--- src/common/muldiv_pkg.sv ---
// Internal control definitions of the multiply/divide unit.
// Signedness codes for the multiplier and the divider step count.

`default_nettype none

package muldiv_pkg;

    // Bit 0 marks the first operand as signed, bit 1 the second.
    typedef logic [1:0] signed_mode_t;

    localparam signed_mode_t SM_UNSIGNED = 2'b00;
    localparam signed_mode_t SM_FIRST    = 2'b01;
    localparam signed_mode_t SM_BOTH     = 2'b11;

    // One quotient bit is produced per step.
    localparam int DIV_STEPS = 32;
    localparam int DIV_CNT_W = $clog2(DIV_STEPS);

endpackage

`default_nettype wire

--- src/common/rv_m_pkg.sv ---
// RISC-V M extension definitions shared by the multiply/divide unit.
// Holds the funct3 encodings and the data widths of the operations.

`default_nettype none

package rv_m_pkg;

    localparam int XLEN       = 32;
    localparam int HALF_XLEN  = XLEN / 2;  // Operand half fed to the 16x16 MAC.
    localparam int MUL_FAST_W = HALF_XLEN + 1;

    // Funct3 field of the OP opcode with funct7 = 0000001.
    typedef enum logic [2:0] {
        OP_MUL    = 3'b000,
        OP_MULH   = 3'b001,
        OP_MULHSU = 3'b010,
        OP_MULHU  = 3'b011,
        OP_DIV    = 3'b100,
        OP_DIVU   = 3'b101,
        OP_REM    = 3'b110,
        OP_REMU   = 3'b111
    } m_op_e;

endpackage

`default_nettype wire

--- src/design/muldiv_ctrl.sv ---
// Multiply/divide controller.
// Decodes funct3, picks the MUL fast path for small operands, routes the
// enable to one engine and returns that engine's hold and result.

`default_nettype none

module muldiv_ctrl (
    input  rv_m_pkg::m_op_e                op_i,
    input  logic [rv_m_pkg::XLEN-1:0]      first_operand_i,
    input  logic [rv_m_pkg::XLEN-1:0]      second_operand_i,
    input  logic                           enable_i,
    input  logic [rv_m_pkg::XLEN-1:0]      mul_result_i,
    input  logic                           mul_hold_i,
    input  logic [rv_m_pkg::XLEN-1:0]      div_result_i,
    input  logic                           div_hold_i,
    output logic                           mul_enable_o,
    output muldiv_pkg::signed_mode_t       signed_mode_o,
    output logic                           mul_low_o,
    output logic                           single_cycle_o,
    output logic                           div_enable_o,
    output logic                           div_signed_o,
    output logic                           div_rem_o,
    output logic                           hold_o,
    output logic [rv_m_pkg::XLEN-1:0]      result_o
);
    import rv_m_pkg::*;
    import muldiv_pkg::*;

    logic is_div;
    logic a_small;
    logic b_small;
    logic fast_mul;

    // An operand is small when its top 17 bits are all copies of one sign.
    assign a_small = (&first_operand_i[XLEN-1:XLEN-MUL_FAST_W])
                  || !(|first_operand_i[XLEN-1:XLEN-MUL_FAST_W]);
    assign b_small = (&second_operand_i[XLEN-1:XLEN-MUL_FAST_W])
                  || !(|second_operand_i[XLEN-1:XLEN-MUL_FAST_W]);

    always_comb begin
        is_div        = 1'b0;
        signed_mode_o = SM_BOTH;  // The low word of MUL does not depend on signedness.
        mul_low_o     = 1'b0;
        div_signed_o  = 1'b0;
        div_rem_o     = 1'b0;
        unique case (op_i)
            OP_MUL:    mul_low_o = 1'b1;
            OP_MULH:   signed_mode_o = SM_BOTH;
            OP_MULHSU: signed_mode_o = SM_FIRST;
            OP_MULHU:  signed_mode_o = SM_UNSIGNED;
            OP_DIV: begin
                is_div       = 1'b1;
                div_signed_o = 1'b1;
            end
            OP_DIVU: begin
                is_div = 1'b1;
            end
            OP_REM: begin
                is_div       = 1'b1;
                div_signed_o = 1'b1;
                div_rem_o    = 1'b1;
            end
            OP_REMU: begin
                is_div    = 1'b1;
                div_rem_o = 1'b1;
            end
        endcase
    end

    // On the fast path the multiplier stays idle and its first-step
    // product already holds the full low word.
    assign fast_mul       = (op_i == OP_MUL) && a_small && b_small;
    assign single_cycle_o = fast_mul;

    assign mul_enable_o = enable_i && !is_div && !fast_mul;
    assign div_enable_o = enable_i && is_div;

    assign hold_o   = is_div ? div_hold_i : mul_hold_i;
    assign result_o = is_div ? div_result_i : mul_result_i;

endmodule

`default_nettype wire

--- src/design/muldiv_unit.sv ---
// Multiply/divide unit of the execute stage.
// Runs the RV32 M-extension operations on a shared controller,
// a sequential multiplier and an iterative divider.

`default_nettype none

module muldiv_unit (
    input  logic                           clk,
    input  logic                           reset_n,
    input  rv_m_pkg::m_op_e                op_i,
    input  logic [rv_m_pkg::XLEN-1:0]      first_operand_i,
    input  logic [rv_m_pkg::XLEN-1:0]      second_operand_i,
    input  logic                           enable_i,
    input  logic                           stall_i,
    output logic                           hold_o,
    output logic [rv_m_pkg::XLEN-1:0]      result_o
);
    import rv_m_pkg::*;
    import muldiv_pkg::*;

    logic            mul_enable;
    signed_mode_t    signed_mode;
    logic            mul_low;
    logic            single_cycle;
    logic            mul_hold;
    logic [XLEN-1:0] mul_result;
    logic            div_enable;
    logic            div_signed;
    logic            div_rem;
    logic            div_hold;
    logic [XLEN-1:0] div_result;

    muldiv_ctrl u_ctrl (
        .op_i             (op_i),
        .first_operand_i  (first_operand_i),
        .second_operand_i (second_operand_i),
        .enable_i         (enable_i),
        .mul_result_i     (mul_result),
        .mul_hold_i       (mul_hold),
        .div_result_i     (div_result),
        .div_hold_i       (div_hold),
        .mul_enable_o     (mul_enable),
        .signed_mode_o    (signed_mode),
        .mul_low_o        (mul_low),
        .single_cycle_o   (single_cycle),
        .div_enable_o     (div_enable),
        .div_signed_o     (div_signed),
        .div_rem_o        (div_rem),
        .hold_o           (hold_o),
        .result_o         (result_o)
    );

    mul u_mul (
        .clk              (clk),
        .reset_n          (reset_n),
        .stall_i          (stall_i),
        .first_operand_i  (first_operand_i),
        .second_operand_i (second_operand_i),
        .signed_mode_i    (signed_mode),
        .enable_i         (mul_enable),
        .mul_low_i        (mul_low),
        .single_cycle_i   (single_cycle),
        .hold_o           (mul_hold),
        .result_o         (mul_result)
    );

    div u_div (
        .clk        (clk),
        .reset_n    (reset_n),
        .stall_i    (stall_i),
        .dividend_i (first_operand_i),
        .divisor_i  (second_operand_i),
        .signed_i   (div_signed),
        .rem_i      (div_rem),
        .enable_i   (div_enable),
        .hold_o     (div_hold),
        .result_o   (div_result)
    );

endmodule

`default_nettype wire

--- src/div/div.sv ---
// Iterative restoring divider with a fixed latency of 34 cycles.
// Works on magnitudes and restores the signs at the end, following the
// RISC-V results for a zero divisor and for signed overflow.

`default_nettype none

module div (
    input  logic                           clk,
    input  logic                           reset_n,
    input  logic                           stall_i,
    input  logic [rv_m_pkg::XLEN-1:0]      dividend_i,
    input  logic [rv_m_pkg::XLEN-1:0]      divisor_i,
    input  logic                           signed_i,
    input  logic                           rem_i,
    input  logic                           enable_i,
    output logic                           hold_o,
    output logic [rv_m_pkg::XLEN-1:0]      result_o
);
    import rv_m_pkg::*;
    import muldiv_pkg::*;

    typedef enum logic [1:0] {
        DIV_IDLE,
        DIV_RUN,
        DIV_DONE
    } div_state_e;

    div_state_e state;

    logic [DIV_CNT_W-1:0] step_cnt;
    logic [XLEN-1:0]      quo_q;
    logic [XLEN-1:0]      rem_q;
    logic [XLEN-1:0]      divisor_q;
    logic                 neg_quo_q;
    logic                 neg_rem_q;
    logic                 rem_sel_q;
    logic                 dividend_neg;
    logic                 divisor_neg;
    logic [XLEN-1:0]      dividend_abs;
    logic [XLEN-1:0]      divisor_abs;
    logic [XLEN:0]        rem_shift;
    logic [XLEN:0]        trial;
    logic [XLEN-1:0]      quo_out;
    logic [XLEN-1:0]      rem_out;

    assign dividend_neg = signed_i && dividend_i[XLEN-1];
    assign divisor_neg  = signed_i && divisor_i[XLEN-1];
    assign dividend_abs = dividend_neg ? -dividend_i : dividend_i;
    assign divisor_abs  = divisor_neg ? -divisor_i : divisor_i;

    // Shift in the next dividend bit and try the subtraction.
    assign rem_shift = {rem_q, quo_q[XLEN-1]};
    assign trial     = rem_shift - {1'b0, divisor_q};

    assign hold_o = (state == DIV_IDLE) ? enable_i : (state == DIV_RUN);

    always_ff @(posedge clk or negedge reset_n) begin
        if (!reset_n) begin
            state    <= DIV_IDLE;
            step_cnt <= '0;
        end else begin
            unique case (state)
                DIV_IDLE: begin
                    step_cnt <= '0;
                    if (enable_i) begin
                        state <= DIV_RUN;
                    end
                end
                DIV_RUN: begin
                    step_cnt <= step_cnt + 1'b1;
                    if (step_cnt == DIV_CNT_W'(DIV_STEPS - 1)) begin
                        state <= DIV_DONE;
                    end
                end
                default: begin
                    if (!stall_i) begin
                        state <= DIV_IDLE;
                    end
                end
            endcase
        end
    end

    always_ff @(posedge clk) begin
        if ((state == DIV_IDLE) && enable_i) begin
            quo_q     <= dividend_abs;
            rem_q     <= '0;
            divisor_q <= divisor_abs;
            // A zero divisor leaves the all-ones quotient unsigned.
            neg_quo_q <= (dividend_neg ^ divisor_neg) && (divisor_i != '0);
            neg_rem_q <= dividend_neg;
            rem_sel_q <= rem_i;
        end else if (state == DIV_RUN) begin
            if (!trial[XLEN]) begin
                rem_q <= trial[XLEN-1:0];
                quo_q <= {quo_q[XLEN-2:0], 1'b1};
            end else begin
                rem_q <= rem_shift[XLEN-1:0];
                quo_q <= {quo_q[XLEN-2:0], 1'b0};
            end
        end
    end

    // Most negative over minus one needs no special path.
    // The magnitude quotient 2^31 negates back to itself and the remainder is zero.
    assign quo_out  = neg_quo_q ? -quo_q : quo_q;
    assign rem_out  = neg_rem_q ? -rem_q : rem_q;
    assign result_o = rem_sel_q ? rem_out : quo_out;

endmodule

`default_nettype wire

--- src/mul/mul.sv ---
// Sequential multiplier around one 16x16 multiply-accumulate.
// Walks the four half products to form the high word, or stops after three
// for the low word. The first step alone covers small signed operands.

`default_nettype none

module mul (
    input  logic                           clk,
    input  logic                           reset_n,
    input  logic                           stall_i,
    input  logic [rv_m_pkg::XLEN-1:0]      first_operand_i,
    input  logic [rv_m_pkg::XLEN-1:0]      second_operand_i,
    input  muldiv_pkg::signed_mode_t       signed_mode_i,
    input  logic                           enable_i,
    input  logic                           mul_low_i,
    input  logic                           single_cycle_i,
    output logic                           hold_o,
    output logic [rv_m_pkg::XLEN-1:0]      result_o
);
    import rv_m_pkg::*;

    // A 17x17 signed product plus carries from the middle terms.
    localparam int MAC_W = XLEN + 3;

    typedef enum logic [3:0] {
        STEP_LL = 4'b0001,
        STEP_LH = 4'b0010,
        STEP_HL = 4'b0100,
        STEP_HH = 4'b1000
    } step_e;

    step_e state;
    step_e state_next;

    logic [HALF_XLEN-1:0] a_half;
    logic [HALF_XLEN-1:0] b_half;
    logic                 a_sign;
    logic                 b_sign;
    logic [MAC_W-1:0]     accum;
    logic [MAC_W-1:0]     mac_out;
    logic [MAC_W-1:0]     partial;
    logic [MAC_W-1:0]     mac_reg;
    logic                 start;
    logic                 last_step;
    logic                 any_signed;
    logic                 hold_q;

    assign any_signed = |signed_mode_i;
    assign start      = enable_i && (state == STEP_LL);
    assign last_step  = (state == STEP_HH) || ((state == STEP_HL) && mul_low_i);
    assign hold_o     = start || hold_q;
    assign result_o   = partial[XLEN-1:0];

    assign mac_out = $signed({a_sign, a_half}) * $signed({b_sign, b_half}) + $signed(accum);

    always_comb begin
        unique case (state)
            STEP_LH: begin
                a_half = first_operand_i[HALF_XLEN-1:0];
                b_half = second_operand_i[XLEN-1:HALF_XLEN];
                a_sign = 1'b0;
                b_sign = signed_mode_i[1] && second_operand_i[XLEN-1];
            end
            STEP_HL: begin
                a_half = first_operand_i[XLEN-1:HALF_XLEN];
                b_half = second_operand_i[HALF_XLEN-1:0];
                a_sign = signed_mode_i[0] && first_operand_i[XLEN-1];
                b_sign = 1'b0;
            end
            STEP_HH: begin
                a_half = first_operand_i[XLEN-1:HALF_XLEN];
                b_half = second_operand_i[XLEN-1:HALF_XLEN];
                a_sign = signed_mode_i[0] && first_operand_i[XLEN-1];
                b_sign = signed_mode_i[1] && second_operand_i[XLEN-1];
            end
            default: begin
                // Low halves are unsigned, except when they stand for a whole small operand.
                a_half = first_operand_i[HALF_XLEN-1:0];
                b_half = second_operand_i[HALF_XLEN-1:0];
                a_sign = single_cycle_i && signed_mode_i[0] && first_operand_i[XLEN-1];
                b_sign = single_cycle_i && signed_mode_i[1] && second_operand_i[XLEN-1];
            end
        endcase
    end

    always_comb begin
        unique case (state)
            STEP_LH: accum = MAC_W'(mac_reg[XLEN-1:HALF_XLEN]);
            STEP_HL: accum = mul_low_i ? MAC_W'(mac_reg[XLEN-1:HALF_XLEN]) : mac_reg;
            STEP_HH: begin
                // Carry the middle sum down by one half, keeping its sign.
                accum = {{(HALF_XLEN + 1){any_signed && mac_reg[MAC_W-2]}},
                         mac_reg[MAC_W-2:HALF_XLEN]};
            end
            default: accum = '0;
        endcase
    end

    // In low mode the bottom half of the word is final after the first step.
    always_comb begin
        if (mul_low_i && ((state == STEP_LH) || (state == STEP_HL))) begin
            partial = {{(MAC_W - XLEN){1'b0}}, mac_out[HALF_XLEN-1:0],
                       mac_reg[HALF_XLEN-1:0]};
        end else begin
            partial = mac_out;
        end
    end

    always_comb begin
        unique case (state)
            STEP_LL: state_next = start ? STEP_LH : STEP_LL;
            STEP_LH: state_next = STEP_HL;
            STEP_HL: state_next = mul_low_i ? STEP_LL : STEP_HH;
            default: state_next = STEP_LL;
        endcase
    end

    always_ff @(posedge clk or negedge reset_n) begin
        if (!reset_n) begin
            state <= STEP_LL;
        end else if (!(last_step && stall_i)) begin  // A stalled result step repeats.
            state <= state_next;
        end
    end

    always_ff @(posedge clk) begin
        if (!(last_step && stall_i)) begin
            mac_reg <= partial;
        end
    end

    always_ff @(posedge clk or negedge reset_n) begin
        if (!reset_n) begin
            hold_q <= 1'b0;
        end else begin
            unique case (state)
                STEP_LL: hold_q <= start;
                STEP_LH: hold_q <= !mul_low_i;
                default: hold_q <= 1'b0;
            endcase
        end
    end

endmodule

`default_nettype wire

--- config.mk ---
export PLATFORM = sky130hd
export DESIGN_NAME = muldiv_unit
export DESIGN_NICKNAME = d
export VERILOG_FILES = /design/src/common/muldiv_pkg.sv /design/src/common/rv_m_pkg.sv /design/src/design/muldiv_ctrl.sv /design/src/design/muldiv_unit.sv /design/src/div/div.sv /design/src/mul/mul.sv
export SDC_FILE = /design/constraint.sdc
export NUM_CORES = 2
export LEC_CHECK = 0
export BUFFER_PORTS_ARGS = -buffer_cell sky130_fd_sc_hd__buf_2
export CORE_MARGIN = 2
export CORE_UTILIZATION = 65
export CTS_CLUSTER_DIAMETER = 100
export DETAILED_ROUTE_END_ITERATION = 12
export PLACE_DENSITY = 0.89
export SLEW_MARGIN = 15
export SYNTH_ARGS = -nofsm -noshare
export SYNTH_HDL_FRONTEND = slang
export SYNTH_SLANG_ARGS = --single-unit
export TNS_END_PERCENT = 100
--- constraint.sdc ---
create_clock -name clk -period 14.8 [get_ports clk]
set_input_delay 2.96 -clock clk [delete_from_list [all_inputs] [get_ports clk]]
set_output_delay 2.96 -clock clk [all_outputs]
set_load 0.03 [all_outputs]
==> results.md <==
- Type of destination of the critical path: output port
- Die outline area: between 30000 and 40000 um^2
- Count of endpoints failing setup in the final report: 0
- NumNets Final: ~3300
- Commonest non-fill, non-tap cell in the layout: inv_1
- Worst path max stage delay: around 0.58 ns
- Vertical die dimension: roughly 200 um
- Flop and latch count out of synthesis: about 150
- Commonest non-fill, non-tap cells in the layout: 443 x inv_1, 388 x nand2_1, 340 x fa_1
- Pin slew with the least headroom to its limit: ~1.2 ns
- Reported max-cap violation count: 0
- Mapped Cells: about 2700
- Effective utilization at floorplan: between 60% and 70%
- Worst min path class: flop to flop
- Synth async-reset ratio: about 8.3%
- Sink count of the clock tree: between 100 and 150
- Termination of the worst setup path: result_o[30]
- CTS Hold Bufs: 0
- Net count after synthesis: between 3000 and 4000
- GRT Overall Usage: 39.22%
- Max transition margin: 20.10%
- Filler-free cell count of the finished design: 3238
- Kind of critical path: primary input to output port
- Routed Antenna Nets: 0
- Overall die width: 194.2 um
- Wire length per cell after detailed routing: between 20 and 25 um
- Average cell area after synthesis: 8.731 um^2
- Portion of netlist area occupied by mux cells: under 10%
- HP Start: u_div.step_cnt[4]
- Number of placement rows: 69
- CTS root buf: clkbuf_16
- Largest net degree at the start of global routing: 66
- Sequential area share after synthesis: between 10% and 20%
- Mapped Area: around 24000 um^2
- Wire length after detailed routing: about 73000 um
- Outcome: finished, final reports clean
- Quantity of I/O buffers inserted on ports: approximately 100
- HPWL after detailed placement: about 59000 um
- Endpoint of the worst register-to-register path: u_mul.mac_reg[32]
- Number of vias in the routed layout: just over 20000
- Flip-flop count of the largest register after layout: 34
- Clock tree from TritonCTS: done
- First-pass GRT wire length: roughly 110000 um
- Worst EP required: around 12 ns
- Count of unresolved DRC violations after routing: 0
- Depth of the worst register-to-register path: 26
- Synth unique cells: between 80 and 90
- Initial antenna violation count: 5
- Internal reg-to-reg setup slack: around 6 ns
- Worst reg2reg path startpoint: u_mul.state[2]
- Max Clock Freq: a little under 0.07 GHz
- Post-synthesis xor/xnor area fraction: between 6 and 7%
- Final global-route overflow total: 0
- Routability cong.: 1.020
- Max Transition Viols Final: 0
- Final clock period utilization by the worst path: between 90% and 100%
- Time the worst path needs with I/O delays and setup: ~15 ns
- Latest clock arrival within the worst-skew pair: 0.45 ns
- CP Launch Point: first_operand_i[19]
- Max Buffers Root-to-Sink: 2
- Number of flops mapped to enable cells by yosys: 101
- DR vias/cell: about 6.4
- DR pass1 iterations: 7
- Type of origin of the critical path: primary input
- Number of placed I/O pins: 104
- Placeable Area: between 30000 and 40000 um^2
- Yosys warning count: 0
- Via count of the first global-routing pass: approximately 21000
- Cell seen most often among critical-path stages: fa_1
- Post-Synth Simple-Gate Area: between 10% and 20%
- Post-synthesis compound-gate area fraction: around 13%
- Area overhead of the layout relative to synthesis: 7.341%
- Share of post-route cells with drive strength above 1: 9.636%
- Sum Neg Setup Slack: 0 ns
- Worst-path clk slew: roughly 0.080 ns
- Setup repair after global routing missed its margin: true
- H-tree depth reported by CTS: 4
- Final number of hold-violating endpoints: 0
- Standard cell with the maximum stage delay on the critical path: or4_4
- Most instantiated flip-flop cell in the synthesis netlist: edfxtp_1
- Combinational family with the most area after synthesis: adder cells
- Post-Place Cells: around 3200
- Share of synthesized cell area in full adder, half adder and majority cells: a little over a third
- Worst clock skew on the final layout: 0.01611 ns
- Top fanout value on the critical path: 11
- Data arrival at the endpoint of the critical path: roughly 12 ns
- Number of buffers created by CTS: 17
- Number of design-rule violations left by the first detailed-router iteration: about 2400
## worst max-delay path, delay by kind of cell
| kind | cells | cell delay (ns) |
|---|---|---|
| XOR/XNOR | 1 | 0.18 |
| buffers and inverters | 10 | 1.18 |
| adder cells (fa/ha/maj) | 7 | 3.34 |
| AND/OR/NAND/NOR | 5 | 1.91 |
| AO/OA/AOI/OAI | 8 | 1.98 |
## kinds of logic (layout without fill, tap and decap cells)
kind of cell,count (synthesis),in the layout
and+or+nand+nor,798,798
buffers and inverters,552,629
adders and majority gates,480,480
AOI/OAI and AO/OA,470,470
xor gates and xnor gates,180,180
DFF,145,145
muxes,69,69
other,0,6
## cell type report
cell class	instances	area [um^2]
Fill cell	2675	10320
Multi-Input combinational cell	1997	17540
Inverter	448	1682
Clock buffer	18	439.2
Antenna cell	6	15.01
Tap cell	461	576.8
Timing Repair Buffer	149	860.8
Clock inverter	14	156.4
Sequential cell	145	3975
## per-layer routing
layer	track usage [%]	vias to the layer above	routed length [um]
li1	-	8927	-
met1	50.73	10030	26520
met2	61.33	1380	33280
met3	9.219	295	8904
met4	21.52	0	4521
met5	0	-	0
## metrics by stage
stage	hold WS [ns]	util [%]	cell area [um^2]	worst slack, ns
after detailed placement	0.4918	69.08	24570	0.1187
after CTS	0.5105	70.75	25170	0.08814
after floorplan	0.4594	-	23520	0.7333
after global placement	0.4738	69.08	24570	0.2841
after global routing	0.5526	70.96	25240	-0.0006954
final	0.5086	70.98	25250	0.2935
## cell usage after synthesis, types with 15 or more instances
cell | instances | area (um^2)
inv_1 | 444 | 1667
nand2_1 | 388 | 1456
fa_1 | 341 | 6827
nor2_1 | 198 | 743.2
ha_1 | 139 | 1739
o21ai_0 | 135 | 675.7
a21oi_1 | 109 | 545.5
xnor2_1 | 102 | 893.4
edfxtp_1 | 101 | 3033
clkbuf_1 | 86 | 322.8
xor2_1 | 78 | 683.2
mux2i_1 | 35 | 350.3
mux2_2 | 34 | 382.9
dfxtp_1 | 32 | 640.6
nand3_1 | 32 | 160.2
o31ai_1 | 32 | 240.2
nor3_1 | 31 | 155.2
a21o_1 | 29 | 217.7
o21a_1 | 25 | 187.7
nand2b_1 | 24 | 150.1
nor4_1 | 19 | 118.9
o211ai_1 | 19 | 142.6
a22oi_1 | 18 | 135.1
and2_1 | 18 | 112.6
o41ai_1 | 18 | 157.7
nand4_1 | 15 | 93.84
## worst min-delay path by stage
| stage | end | cells past startpoint | slack [ns] |
|---|---|---|---|
| after floorplan | u_div.step_cnt[4] | 2 | 0.46 |
| after global placement | u_div.step_cnt[4] | 2 | 0.47 |
| after detailed placement | u_div.step_cnt[4] | 2 | 0.49 |
| final | u_div.step_cnt[4] | 2 | 0.51 |
| after global routing | u_div.step_cnt[4] | 2 | 0.55 |
| after CTS | u_div.step_cnt[4] | 2 | 0.51 |
## repair_timing
action / in CTS / in global routing
setup buffers: 0 / 4
setup endpoints to repair: 0 / 6
resized for setup: 0 / 7
Power is not shown: default switching activity piles up to over one toggle a cycle in this logic, so the estimate is an artifact.
